## src/design/arbiter_defines.svh

```systemverilog
// Vertex arbiter sizing macros for CU count, field widths and buffer depths
`ifndef ARBITER_DEFINES_SVH
`define ARBITER_DEFINES_SVH

// Compute unit row
`define NUM_CU 4
`define CU_ID_BITS 2

// Field widths
`define VERTEX_ID_BITS 32
`define ADDR_BITS 32
`define TAG_BITS 8

// Buffer depths
`define JOB_FIFO_DEPTH 8
`define CMD_FIFO_DEPTH 16

// Free entries left when almost-full rises, covers requests in flight
`define ALFULL_MARGIN 4

`endif

```

## src/design/arbiter_pkg.sv

```systemverilog
// Vertex arbiter payload types for jobs, read commands and read responses
`include "arbiter_defines.svh"

package arbiter_pkg;

	// Index of one vertex compute unit
	typedef logic [`CU_ID_BITS-1:0] cu_id_t;

	// One vertex job handed to a CU
	typedef struct packed {
		logic [`VERTEX_ID_BITS-1:0] vertex_id;
		logic [15:0]                degree;
	} vertex_job_t;

	// Read command toward the memory bus
	typedef struct packed {
		cu_id_t                cu_id;
		logic [`ADDR_BITS-1:0] address;
		logic [`TAG_BITS-1:0]  tag;
	} read_command_t;

	// Read response coming back from memory
	// cu_id names the CU that issued the matching command
	typedef struct packed {
		cu_id_t               cu_id;
		logic [`TAG_BITS-1:0] tag;
		logic [15:0]          data;
	} read_response_t;

endpackage

```

## src/design/response_route.sv

```systemverilog
// Routes each read response to the CU named by its cu_id, two cycles later
`timescale 1ns/100ps
`include "arbiter_defines.svh"

module response_route (
	input  logic                        clock,
	input  logic                        rstn,
	input  logic                        read_response_valid,
	input  arbiter_pkg::read_response_t read_response,
	output logic [`NUM_CU-1:0]          cu_response_valid,
	output arbiter_pkg::read_response_t cu_response
);

	logic                        resp_valid_q;
	arbiter_pkg::read_response_t resp_q;
	logic [`NUM_CU-1:0]          resp_decode;

	// cu_id to one-hot select
	assign resp_decode = {{(`NUM_CU-1){1'b0}}, resp_valid_q} << resp_q.cu_id;

	always_ff @(posedge clock or negedge rstn) begin
		if (!rstn) begin
			resp_valid_q      <= 1'b0;
			cu_response_valid <= '0;
		end else begin
			resp_valid_q      <= read_response_valid;
			cu_response_valid <= resp_decode;
		end
	end

	// Payload rides alongside the valid
	always_ff @(posedge clock) begin
		resp_q      <= read_response;
		cu_response <= resp_q;
	end

endmodule

```

## config.mk

```make
export PLATFORM = sky130hd
export DESIGN_NAME = response_route
export DESIGN_NICKNAME = d
export VERILOG_FILES = /design/src/design/arbiter_pkg.sv /design/src/design/response_route.sv
export VERILOG_INCLUDE_DIRS = /design/src /design/src/design
export SDC_FILE = /design/constraint.sdc
export NUM_CORES = 1
export LEC_CHECK = 0
export ABC_AREA = 1
export BUFFER_PORTS_ARGS = -buffer_cell sky130_fd_sc_hd__buf_2
export CAP_MARGIN = 10
export CORE_MARGIN = 4
export CORE_UTILIZATION = 49
export CTS_BUF_LIST = sky130_fd_sc_hd__clkbuf_8
export CTS_CLUSTER_SIZE = 24
export DETAILED_ROUTE_END_ITERATION = 10
export PLACE_DENSITY = 0.93
export SLEW_MARGIN = 10
export SYNTH_ARGS = -nofsm -noshare
export SYNTH_HDL_FRONTEND = slang
export SYNTH_SLANG_ARGS = --single-unit
```

## constraint.sdc

```tcl
create_clock -name clock -period 1.2 [get_ports clock]
set_clock_uncertainty 0.15 [all_clocks]
set_input_delay 0.24 -clock clock [delete_from_list [all_inputs] [get_ports clock]]
set_output_delay 0.24 -clock clock [all_outputs]
set_load 0.1 [all_outputs]
```

==> results.md, run 1 <==
- Net Count, Synth: 94
- Syn avg cell area: approximately 18 um^2
- PortBufs: 58
- Share of the synthesized area in the top cell type: 0.870
- Cells after Synth: 65
- GPL Wtd Cong: 0.628
- Ports: a little under 60
- Die H: approximately 57 um
- Post-DP HPWL: 2430 um
- Cell taking the most area after synthesis: dfxtp_1
- Cell Rows: 17
- Initial Utilization: 0.526
- Yosys warning total: 0
- Cell variety after synth: 5
- Status: stopped before the end
- Tool Error: [ERROR DPL-0033] detailed placement checks failed during check placement.
- Post-Syn Area: 0.00120 mm^2
- Top post-synthesis cells by area: dfxtp_1 (87%), dfrtp_1 (10%), nor2_1 (1.3%)
- Synthesis-stage register bit count: 57
- Chip Width: 57.4 um
- Sequential element share of the synthesized area: 0.975
- Last stage reached: detailed placement
per-stage QoR:
step / std cells / hold WS (ps)
2_1_floorplan: 65 / -206
3_3_place_gp: 151 / -97.7
synthesized netlist by cell type, drive strengths merged:
| library cell | count |
|---|---|
| dfxtp | 52 |
| nor2 | 4 |
| dfrtp | 5 |
| nand2 | 2 |
| inv | 2 |
cells by family after synthesis:
logic type             Yosys count  synth area share
and+or+nand+nor                  6            0.0188
DFF                             57             0.975
buffers and inverters            2           0.00628
==> run 2: changes to the inputs <==
--- a/config.mk
+++ b/config.mk
@@ -9,12 +9,10 @@
 export ABC_AREA = 1
 export BUFFER_PORTS_ARGS = -buffer_cell sky130_fd_sc_hd__buf_2
 export CAP_MARGIN = 10
-export CORE_MARGIN = 4
-export CORE_UTILIZATION = 49
-export CTS_BUF_LIST = sky130_fd_sc_hd__clkbuf_8
-export CTS_CLUSTER_SIZE = 24
+export CORE_AREA = 4 4 65 67
 export DETAILED_ROUTE_END_ITERATION = 10
-export PLACE_DENSITY = 0.93
+export DIE_AREA = 0 0 69 71
+export PLACE_DENSITY_LB_ADDON = 0.15
 export SLEW_MARGIN = 10
 export SYNTH_ARGS = -nofsm -noshare
 export SYNTH_HDL_FRONTEND = slang
==> results.md, run 2 <==
- Post-CTS Setup Inserts: 0
- Worst Tran Pin Value: 114 ps
- DRC Markers: 0
- Status: finished with violations
- Yosys warning total: 0 (unchanged)
- Clock latency at the later pin of the worst-skew pair: a little over 300 ps
- Initial Utilization: 0.329 (-0.196)
- Cells after Synth: 65 (unchanged)
- Maximum Capacitance Violations: 0
- CP Cell Sequence: buf_12
- CTS tree: yes
- EDFF count, synth: 0 (unchanged)
- Biggest regs: cu_response: 26 flops, resp_q: 26 flops, cu_response_valid: 4 flops
- Commonest cells after routing, fill and taps aside: buf_12 (30), dlygate4sd3_1 (28), buf_2 (28)
- Reg2reg start: resp_valid_q
- Placed Instances: 171
- Share of the synthesized area in the top cell type: 0.870 (unchanged)
- Chip Width: 69 um (+20%)
- Post-route ant nets: 0
- Unrepaired setup endpoints after global routing: true
- Clock Tree Buf Depth: 2
- Worst Path Arrival: slightly below 900 ps
- TritonCTS buffer count: 9
- Post-Layout Cell Count: 213
- DRT iter0 DRCs: 23
- Clk sink count: 57
- Die H: 71 um (+24%)
- PortBufs: 58 (unchanged)
- WS Path Type: reg2out
- Area Growth Syn to Fin: 111%
- Core region area: 0.00363 mm^2
- Post-DP HPWL: 1530 um (-37%)
- Sequential element share of the synthesized area: 0.975 (unchanged)
- CP Capture Type: output port
- Ant. Diodes: 0
- H-tree levels: 3
- Layout cells sized above 1: 0.618
- Critical Path Stages: 1
- Final setup violation count: 29
- Vias in the first global route: approximately 820
- Clock slew at reported path FFs: about 50 ps
- Max Fclk: approximately 800 MHz
- Crit-path slowest cell: dfrtp_2
- Fin. Hold Viols: 0
- WL per Instance: 10.4 um
- Post-layout util: 0.695
- PD cells: 1820 mW/mm^2
- Routed wire length: 2220 um
- Largest net degree at the start of global routing: 10
- Net Count, Synth: 94 (unchanged)
- Detailed Routing Iterations Pass 1: 3
- Primary FF master, synth: dfxtp_1
- First-pass GRT wire length: slightly below 4000 um
- Initial antenna violation count: 0
- Total GRT Usage: 0.110
- Syn avg cell area: 18.4 um^2 (unchanged)
- Fill cells: 244
- Critical path fanouts, max: 1
- Cell Rows: 22 (+5)
- CP top delay family: flip-flops
- Cell taking the most area after synthesis: dfxtp_1
- Tcrit/Tclk final: 1.06
- Post-Syn Area: 0.00120 mm^2 (unchanged)
- Critical Path Source Type: flop
- Overflow left after global routing: 0
- Synth cell count leaders: dfxtp_1 (52), dfrtp_1 (5), nor2_1 (4)
- Final worst-path setup slack: -73.9 ps
- Max_slew headroom: 0.924
- Most common cell in the netlist: dfxtp_1
- Place WS: 244 ps
- Failing checks: setup timing
- Asr flop ratio synth: 0.0877 (unchanged)
- Period minus WS final: ~1300 ps
- Leak: 1.14 nW
- Cell variety after synth: 5 (unchanged)
- Via count: 761
- GPL Wtd Cong: 0.700 (+11%)
- Nets@finish: 191
- R2r endpoint: cu_response_valid[0]
- Die Area: 0.00490 mm^2
- Top post-synthesis cells by area: dfxtp_1 (87%), dfrtp_1 (10%), nor2_1 (1.3%)
- Cells on worst reg2reg path: 2
- Ports: 59 (unchanged)
- Max incr delay on CP: 410 ps
- Clock root cell: clkbuf_8
- Worst Path Buf+Inv: 1
- Required @ worst endpoint: 810 ps
- Slew Viols, Final: 0
- Worst Hold Class: in2async
- Maximum vdd ir drop: ~0.00094 V
- Most common cell after layout, fill and taps aside: buf_12
- Drt via density: 3.57
- Synthesis-stage register bit count: 57 (unchanged)
- Reg2Reg Setup Slack: 420 ps
==> run 2: layer usage <==
metal  vias to the layer above  share of wire  track usage
li1                        389              -            -
met5                         -              0            0
met4                         0          0.035       0.0976
met3                         7           0.10       0.0625
met1                       323           0.36        0.104
met2                        42           0.50        0.172
==> run 2: per-stage QoR <==
stage / power, W / hold slack [ps] / TNS, ps / cell area (um^2)
2_1_floorplan: 0.00245 / -206 / 0 / 1230
3_3_place_gp: 0.00274 / -94.6 / 0 / 2030
3_5_place_dp: 0.00275 / -89.9 / 0 / 2030
4_1_cts: 0.00465 / 104 / -1240 / 2530
5_1_grt: 0.00476 / 140 / -1720 / 2530
6_report: 0.00459 / 121 / -541 / 2530
==> run 2: cell type report <==
cell class	count	area [um^2]	area share
Sequential cell	57	1200	0.476
Tap cell	48	60.1	0.0238
Clock inverter	2	35.0	0.0139
Timing Repair Buffer	86	1020	0.404
Clock buffer	12	176	0.0698
Inverter	2	7.51	0.00297
Multi-Input combinational cell	6	22.5	0.00892
==> run 2: cells by family (layout without fill, tap and decap cells) <==
| logic type | Yosys count | in the layout | synth area share |
|---|---|---|---|
| flops | 57 | 57 | 0.975 |
| buf+inv | 2 | 102 | 0.00628 |
| simple gates | 6 | 6 | 0.0188 |
==> run 2: report_power, final <==
group | total [W] | switching [W] | leakage (nW) | internal [W]
clock network | 0.00182 | 0.000646 | 0.109 | 0.00117
registers | 0.00206 | 0.0000525 | 0.498 | 0.00201
logic | 0.000714 | 0.000428 | 0.529 | 0.000286
total | 0.00459 | 0.00113 | 1.14 | 0.00346
==> run 2: repair_timing <==
item,CTS,global route
setup endpoints to repair,30,30
gates resized for setup,0,0
hold buffers,28,0
hold endpoints to repair,32,0
gates cloned,0,0
==> run 2: how the worst max path moves through the flow <==
stage / from / end
final: cu_response_valid[1] / cu_response_valid[1]
after global routing: cu_response_valid[3] / cu_response_valid[3]
after CTS: cu_response_valid[1] / cu_response_valid[1]
after detailed placement: cu_response_valid[1] / cu_response_valid[1]
after global placement: cu_response_valid[1] / cu_response_valid[1]
after floorplan: cu_response_valid[0] / cu_response_valid[0]
No activity file was read; power rests on OpenSTA's default activity.
==> run 3: changes to the inputs <==
--- a/config.mk
+++ b/config.mk
@@ -7,6 +7,7 @@
 export NUM_CORES = 1
 export LEC_CHECK = 0
 export ABC_AREA = 1
+export ABC_CLOCK_PERIOD_IN_PS = 1500
 export BUFFER_PORTS_ARGS = -buffer_cell sky130_fd_sc_hd__buf_2
 export CAP_MARGIN = 10
 export CORE_AREA = 4 4 65 67
==> constraint.sdc (replaced) <==
create_clock -name clock -period 1.5 [get_ports clock]
set_clock_uncertainty 0.15 [all_clocks]
set_input_delay 0.3 -clock clock [delete_from_list [all_inputs] [get_ports clock]]
set_output_delay 0.3 -clock clock [all_outputs]
set_load 0.1 [all_outputs]
==> results.md, run 3 (synthesis gave the netlist of run 2 again) <==
- Worst Hold Class: reg2reg
- H-tree levels: 3 (unchanged)
- Die H: 71 um (unchanged)
- Core region area: 0.00363 mm^2 (unchanged)
- Ports: 59 (unchanged)
- Hold Crit Start: resp_q[17]
- Switching Share: 0.259 (+0.0140)
- Period minus WS final: between 1000 and 1500 ps
- Sequential Power Share: 0.479 (+0.030)
- WL per Instance: 10.6 um (+2.0%)
- PD cells: 1590 mW/mm^2 (-13%)
- Fill cells: 297 (+22%)
- Commonest cells after routing, fill and taps aside: dfxtp_1 (52), dlygate4sd3_1 (28), buf_2 (28)
- Drt via density: 3.68 (+3.1%)
- Reg2reg start: resp_valid_q
- CP Capture Type: output port
- Sw power: 0.000878 W (-22%)
- Worst Tran Pin Value: 283 ps (+169 ps)
- Multi-input gate area: 22.5 um^2 (unchanged)
- First-pass GRT wire length: 3760 um (-4.9%)
- Total GRT Usage: 0.108 (-0.00197)
- Die Area: 0.00490 mm^2 (unchanged)
- Via count: 788 (+3.5%)
- Maximum vdd ir drop: 0.00104 V (+11%)
- CP top delay family: flip-flops
- Most common cell after layout, fill and taps aside: dfxtp_1
- Unrepaired setup endpoints after global routing: false
- Max_slew headroom: 0.813 (-0.111)
- Vias in the first global route: 835 (+2.3%)
- Clock root cell: clkbuf_8
- Cell Rows: 22 (unchanged)
- CP Cell Sequence: buf_4
- Overflow left after global routing: 0 (unchanged)
- Slew Viols, Final: 0 (unchanged)
- Clock Tree Buf Depth: 2 (unchanged)
- DRT iter0 DRCs: 8 (-65%)
- Largest net degree at the start of global routing: 10 (unchanged)
- CTS tree: yes
- Leak: 1.01 nW (-11%)
- Final setup violation count: 0 (-100%)
- Max Fclk: between 700 and 800 MHz
- Area Growth Syn to Fin: 78.0%
- Register area: 0.00117 mm^2 (-3.1%)
- GRT met3 Usage: 0.0895 (+0.0270)
- Tot Pwr: 0.00338 W (-26%)
- Initial antenna violation count: 0 (unchanged)
- Status: finished, final reports clean
- Clock latency at the later pin of the worst-skew pair: 320 ps (about the same)
- Ant. Diodes: 0 (unchanged)
- Post-route ant nets: 0 (unchanged)
- Critical Path Source Type: flop
- Chip Width: 69 um (unchanged)
- GPL Wtd Cong: 0.701 (+0.16%)
- WS Path Type: reg2out
- Worst Path Buf+Inv: 1 (unchanged)
- Layout cells sized above 1: 0.434 (-0.184)
- Met1 usage: 0.0864 (-0.0174)
- Nets@finish: 191 (unchanged)
- Routed wire length: 2270 um (+2.4%)
- Maximum Capacitance Violations: 0 (unchanged)
- Detailed Routing Iterations Pass 1: 5 (+2)
- Fin. Hold Viols: 0 (unchanged)
- Post-DP HPWL: 1350 um (-12%)
- Post-layout util: 0.586 (-0.109)
- Required @ worst endpoint: 1050 ps (+240 ps)
- Clk sink count: 57 (unchanged)
- DRC Markers: 0 (unchanged)
- Crit-path slowest cell: dfxtp_1
- Critical path fanouts, max: 1 (unchanged)
- Biggest regs: cu_response: 26 flops, resp_q: 26 flops, cu_response_valid: 4 flops
- Setup TNS: 0 ps (+541 ps)
- Clock slew at reported path FFs: 60 ps (about the same)
- TritonCTS buffer count: 9 (unchanged)
- Combinational fraction of design power: 0.141 (-0.014)
- Max incr delay on CP: 330 ps (-80 ps)
- Met2 Track Usage GR: 0.178 (+0.00636)
- Critical path launch point: cu_response[4]
- Initial Utilization: 0.329 (unchanged)
- Fin Hold WS: 170 ps (+48.3 ps)
- PortBufs: 58 (unchanged)
- P_int: 0.00251 W (-28%)
- GRT busiest layer: met2
- Worst Path Arrival: 940 ps (+60 ps)
- Tcrit/Tclk final: 0.928
- Clock power frac: 0.380 (-0.016)
==> run 3: cell types whose count changed in the layout (fill, tap and decap cells not counted), sizes merged <==
| cell | change |
|---|---|
| clkbuf | +1 |
| bufinv | -1 |
| clkinv | +1 |
==> run 3: cell type report <==
cell class	count	share of cell area
clock buffers	13	0.0846
clock inverters	2	0.00470
inverters	2	0.00353
multi-input cells	6	0.0106
flip-flops and latches	57	0.548
well taps	48	0.0282
repair buffers	86	0.321
==> run 3: metal layers <==
metal / vias to the layer above / wire length [um]
met5: - / 0
met4: 0 / 38
met3: 5 / 241
met2: 43 / 1270
met1: 350 / 728
li1: 390 / -
==> run 3: worst paths after layout <==
kind                       cells past startpoint  slack (ps)                   end
min in group asynchronous                      2         180  cu_response_valid[2]
min reg2reg                                    0         170       cu_response[17]
min                                            0         170       cu_response[17]
max                                            1         110        cu_response[4]
max reg2reg                                    2         740  cu_response_valid[2]
max in group asynchronous                      2         890  cu_response_valid[3]
==> run 3: power by group through the flow <==
stage	sequential (W)	combinational (W)	clock, W
2_1_floorplan	0.00195	0.00000430	0
3_3_place_gp	0.00165	0.000397	0
3_5_place_dp	0.00165	0.000398	0
4_1_cts	0.00162	0.000477	0.00134
5_1_grt	0.00163	0.000492	0.00142
6_report	0.00162	0.000476	0.00129
==> run 3: timing repair <==
action	CTS	global route
endpoints found under the setup margin	27	0
setup buffers	0	0
resized for setup	27	0
hold buffers	28	0
hold endpoints to repair	32	0
==> run 3: metrics by stage <==
stage          setup WS, ps  instance area, um^2  cells
2_1_floorplan           141                 1200     65
3_3_place_gp            339                 1590    171
3_5_place_dp            324                 1590    171
4_1_cts                87.1                 2130    214
5_1_grt                54.5                 2130    214
6_report                108                 2130    214
==> run 4: changes to the inputs <==
--- a/config.mk
+++ b/config.mk
@@ -13,7 +13,7 @@
 export CORE_AREA = 4 4 65 67
 export DETAILED_ROUTE_END_ITERATION = 10
 export DIE_AREA = 0 0 69 71
-export PLACE_DENSITY_LB_ADDON = 0.15
+export PLACE_DENSITY = 0.6
 export SLEW_MARGIN = 10
 export SYNTH_ARGS = -nofsm -noshare
 export SYNTH_HDL_FRONTEND = slang
==> results.md, run 4 (synthesis gave the netlist of run 2 again) <==
- Maximum Capacitance Violations: 0 (unchanged)
- CP top delay family: flip-flops
- WL per Instance: 10.7 um (+0.28%)
- Die H: 71 um (unchanged)
- Clk sink count: 57 (unchanged)
- Max Fclk: 722 MHz (+0.55%)
- Biggest regs: cu_response: 26 flops, resp_q: 26 flops, cu_response_valid: 4 flops
- Worst Hold Class: in2async
- Cell Rows: 22 (unchanged)
- H-tree levels: 3 (unchanged)
- Required @ worst endpoint: 1050 ps (about the same)
- Leak: 1.05 nW (+3.9%)
- Clock slew at reported path FFs: 60 ps (about the same)
- Tot Pwr: 0.00381 W (+13%)
- Setup TNS: 0 ps (unchanged)
- Initial antenna violation count: 0 (unchanged)
- Vias in the first global route: 847 (+1.4%)
- Via count: 781 (-0.89%)
- TritonCTS buffer count: 9 (unchanged)
- Reg2Reg Setup Slack: 700 ps (-40 ps)
- Period minus WS final: 1380 ps (-7.65 ps)
- Worst Path Arrival: 930 ps (about the same)
- Crit-path slowest cell: dfrtp_1
- Final setup violation count: 0 (unchanged)
- Worst Path Buf+Inv: 1 (unchanged)
- Maximum vdd ir drop: 0.000886 V (-15%)
- Detailed Routing Iterations Pass 1: 4 (-1)
- Ant. Diodes: 0 (unchanged)
- R2r endpoint: cu_response_valid[0]
- Max_slew headroom: 0.814 (+0.000867)
- Post-CTS Setup Inserts: 0 (unchanged)
- Worst Tran Pin Value: 282 ps (-1.31 ps)
- Critical Path Stages: 1 (unchanged)
- Clock Tree Buf Depth: 2 (unchanged)
- Initial Utilization: 0.329 (unchanged)
- Fin. Hold Viols: 0 (unchanged)
- Reg2reg start: resp_valid_q
- Cells on worst reg2reg path: 2 (unchanged)
- Drt via density: 3.63 (-1.3%)
- Most common cell after layout, fill and taps aside: dfxtp_1
- Post-route ant nets: 0 (unchanged)
- Die Area: 0.00490 mm^2 (unchanged)
- Slew Viols, Final: 0 (unchanged)
- Fill cells: 285 (-4.0%)
- Clock root cell: clkbuf_8
- Routed wire length: 2290 um (+0.75%)
- Area Growth Syn to Fin: 87.8%
- Commonest cells after routing, fill and taps aside: dfxtp_1 (52), dlygate4sd3_1 (28), buf_2 (28)
- PD cells: 1700 mW/mm^2 (+6.9%)
- WS Path Type: reg2out
- Chip Width: 69 um (unchanged)
- Overflow left after global routing: 0 (unchanged)
- Nets@finish: 191 (unchanged)
- Clock latency at the later pin of the worst-skew pair: 320 ps (about the same)
- Ports: 59 (unchanged)
- Tcrit/Tclk final: 0.923 (-0.00510)
- Layout cells sized above 1: 0.437 (+0.00339)
- Core region area: 0.00363 mm^2 (unchanged)
- Total GRT Usage: 0.109 (+0.000835)
- CTS tree: yes
- Post-DP HPWL: 1490 um (+11%)
- Largest net degree at the start of global routing: 11 (+1)
- CP Cell Sequence: buf_4
- CP Capture Type: output port
- Critical path fanouts, max: 1 (unchanged)
- Status: finished, final reports clean
- DRT iter0 DRCs: 30 (+22)
- Max incr delay on CP: 330 ps (about the same)
- GPL Wtd Cong: 0.734 (+4.6%)
- Unrepaired setup endpoints after global routing: false
- PortBufs: 58 (unchanged)
- DRC Markers: 0 (unchanged)
- Critical Path Source Type: flop
- First-pass GRT wire length: 3840 um (+2.2%)
## run 4: final cells by class
cell class | instances | area, um^2 | area share
Clock inverter | 5 | 103 | 0.0457
Sequential cell | 57 | 1170 | 0.519
Clock buffer | 11 | 141 | 0.0630
Tap cell | 48 | 60.1 | 0.0267
Timing Repair Buffer | 86 | 746 | 0.332
Multi-Input combinational cell | 6 | 22.5 | 0.0100
Inverter | 2 | 7.51 | 0.00334
## run 4: worst max path at each step
stage                               startpoint                    to  slack [ps]
after detailed placement  cu_response_valid[1]  cu_response_valid[1]         310
after global placement    cu_response_valid[1]  cu_response_valid[1]         340
after floorplan                 cu_response[0]        cu_response[0]         140
final                     cu_response_valid[1]  cu_response_valid[1]         120
after CTS                 cu_response_valid[1]  cu_response_valid[1]          90
after global routing      cu_response_valid[1]  cu_response_valid[1]          70
## run 4: where the power goes
| part | internal (W) | switching [W] |
|---|---|---|
| clock | 0.00115 | 0.000552 |
| combinational | 0.000151 | 0.000341 |
| sequential | 0.00160 | 0.0000271 |
| total | 0.00289 | 0.000921 |
## run 4: layer usage
metal | wire length (um) | up-vias | GRT usage
li1 | - | 390 | -
met2 | 1250 | 39 | 0.180
met1 | 791 | 347 | 0.0916
met5 | 0 | - | 0
met4 | 46 | 0 | 0.0846
met3 | 204 | 5 | 0.0739
## run 4: timing repair
item                                    in CTS  in global routing
hold buffers                                28                  0
endpoints found under the hold margin       32                  0
endpoints found under the setup margin      22                  0
resized for setup                           22                  0
## run 4: metrics by stage
step / cell area, um^2 / hold slack, ps / setup slack, ps / cells / utilization
2_1_floorplan: 1200 / -146 / 141 / 65 / -
3_3_place_gp: 1670 / -37.5 / 340 / 171 / 0.459
3_5_place_dp: 1670 / -34.0 / 315 / 171 / 0.459
4_1_cts: 2250 / 152 / 86.9 / 215 / 0.618
5_1_grt: 2250 / 155 / 66.5 / 215 / 0.618
6_report: 2250 / 161 / 116 / 215 / 0.618
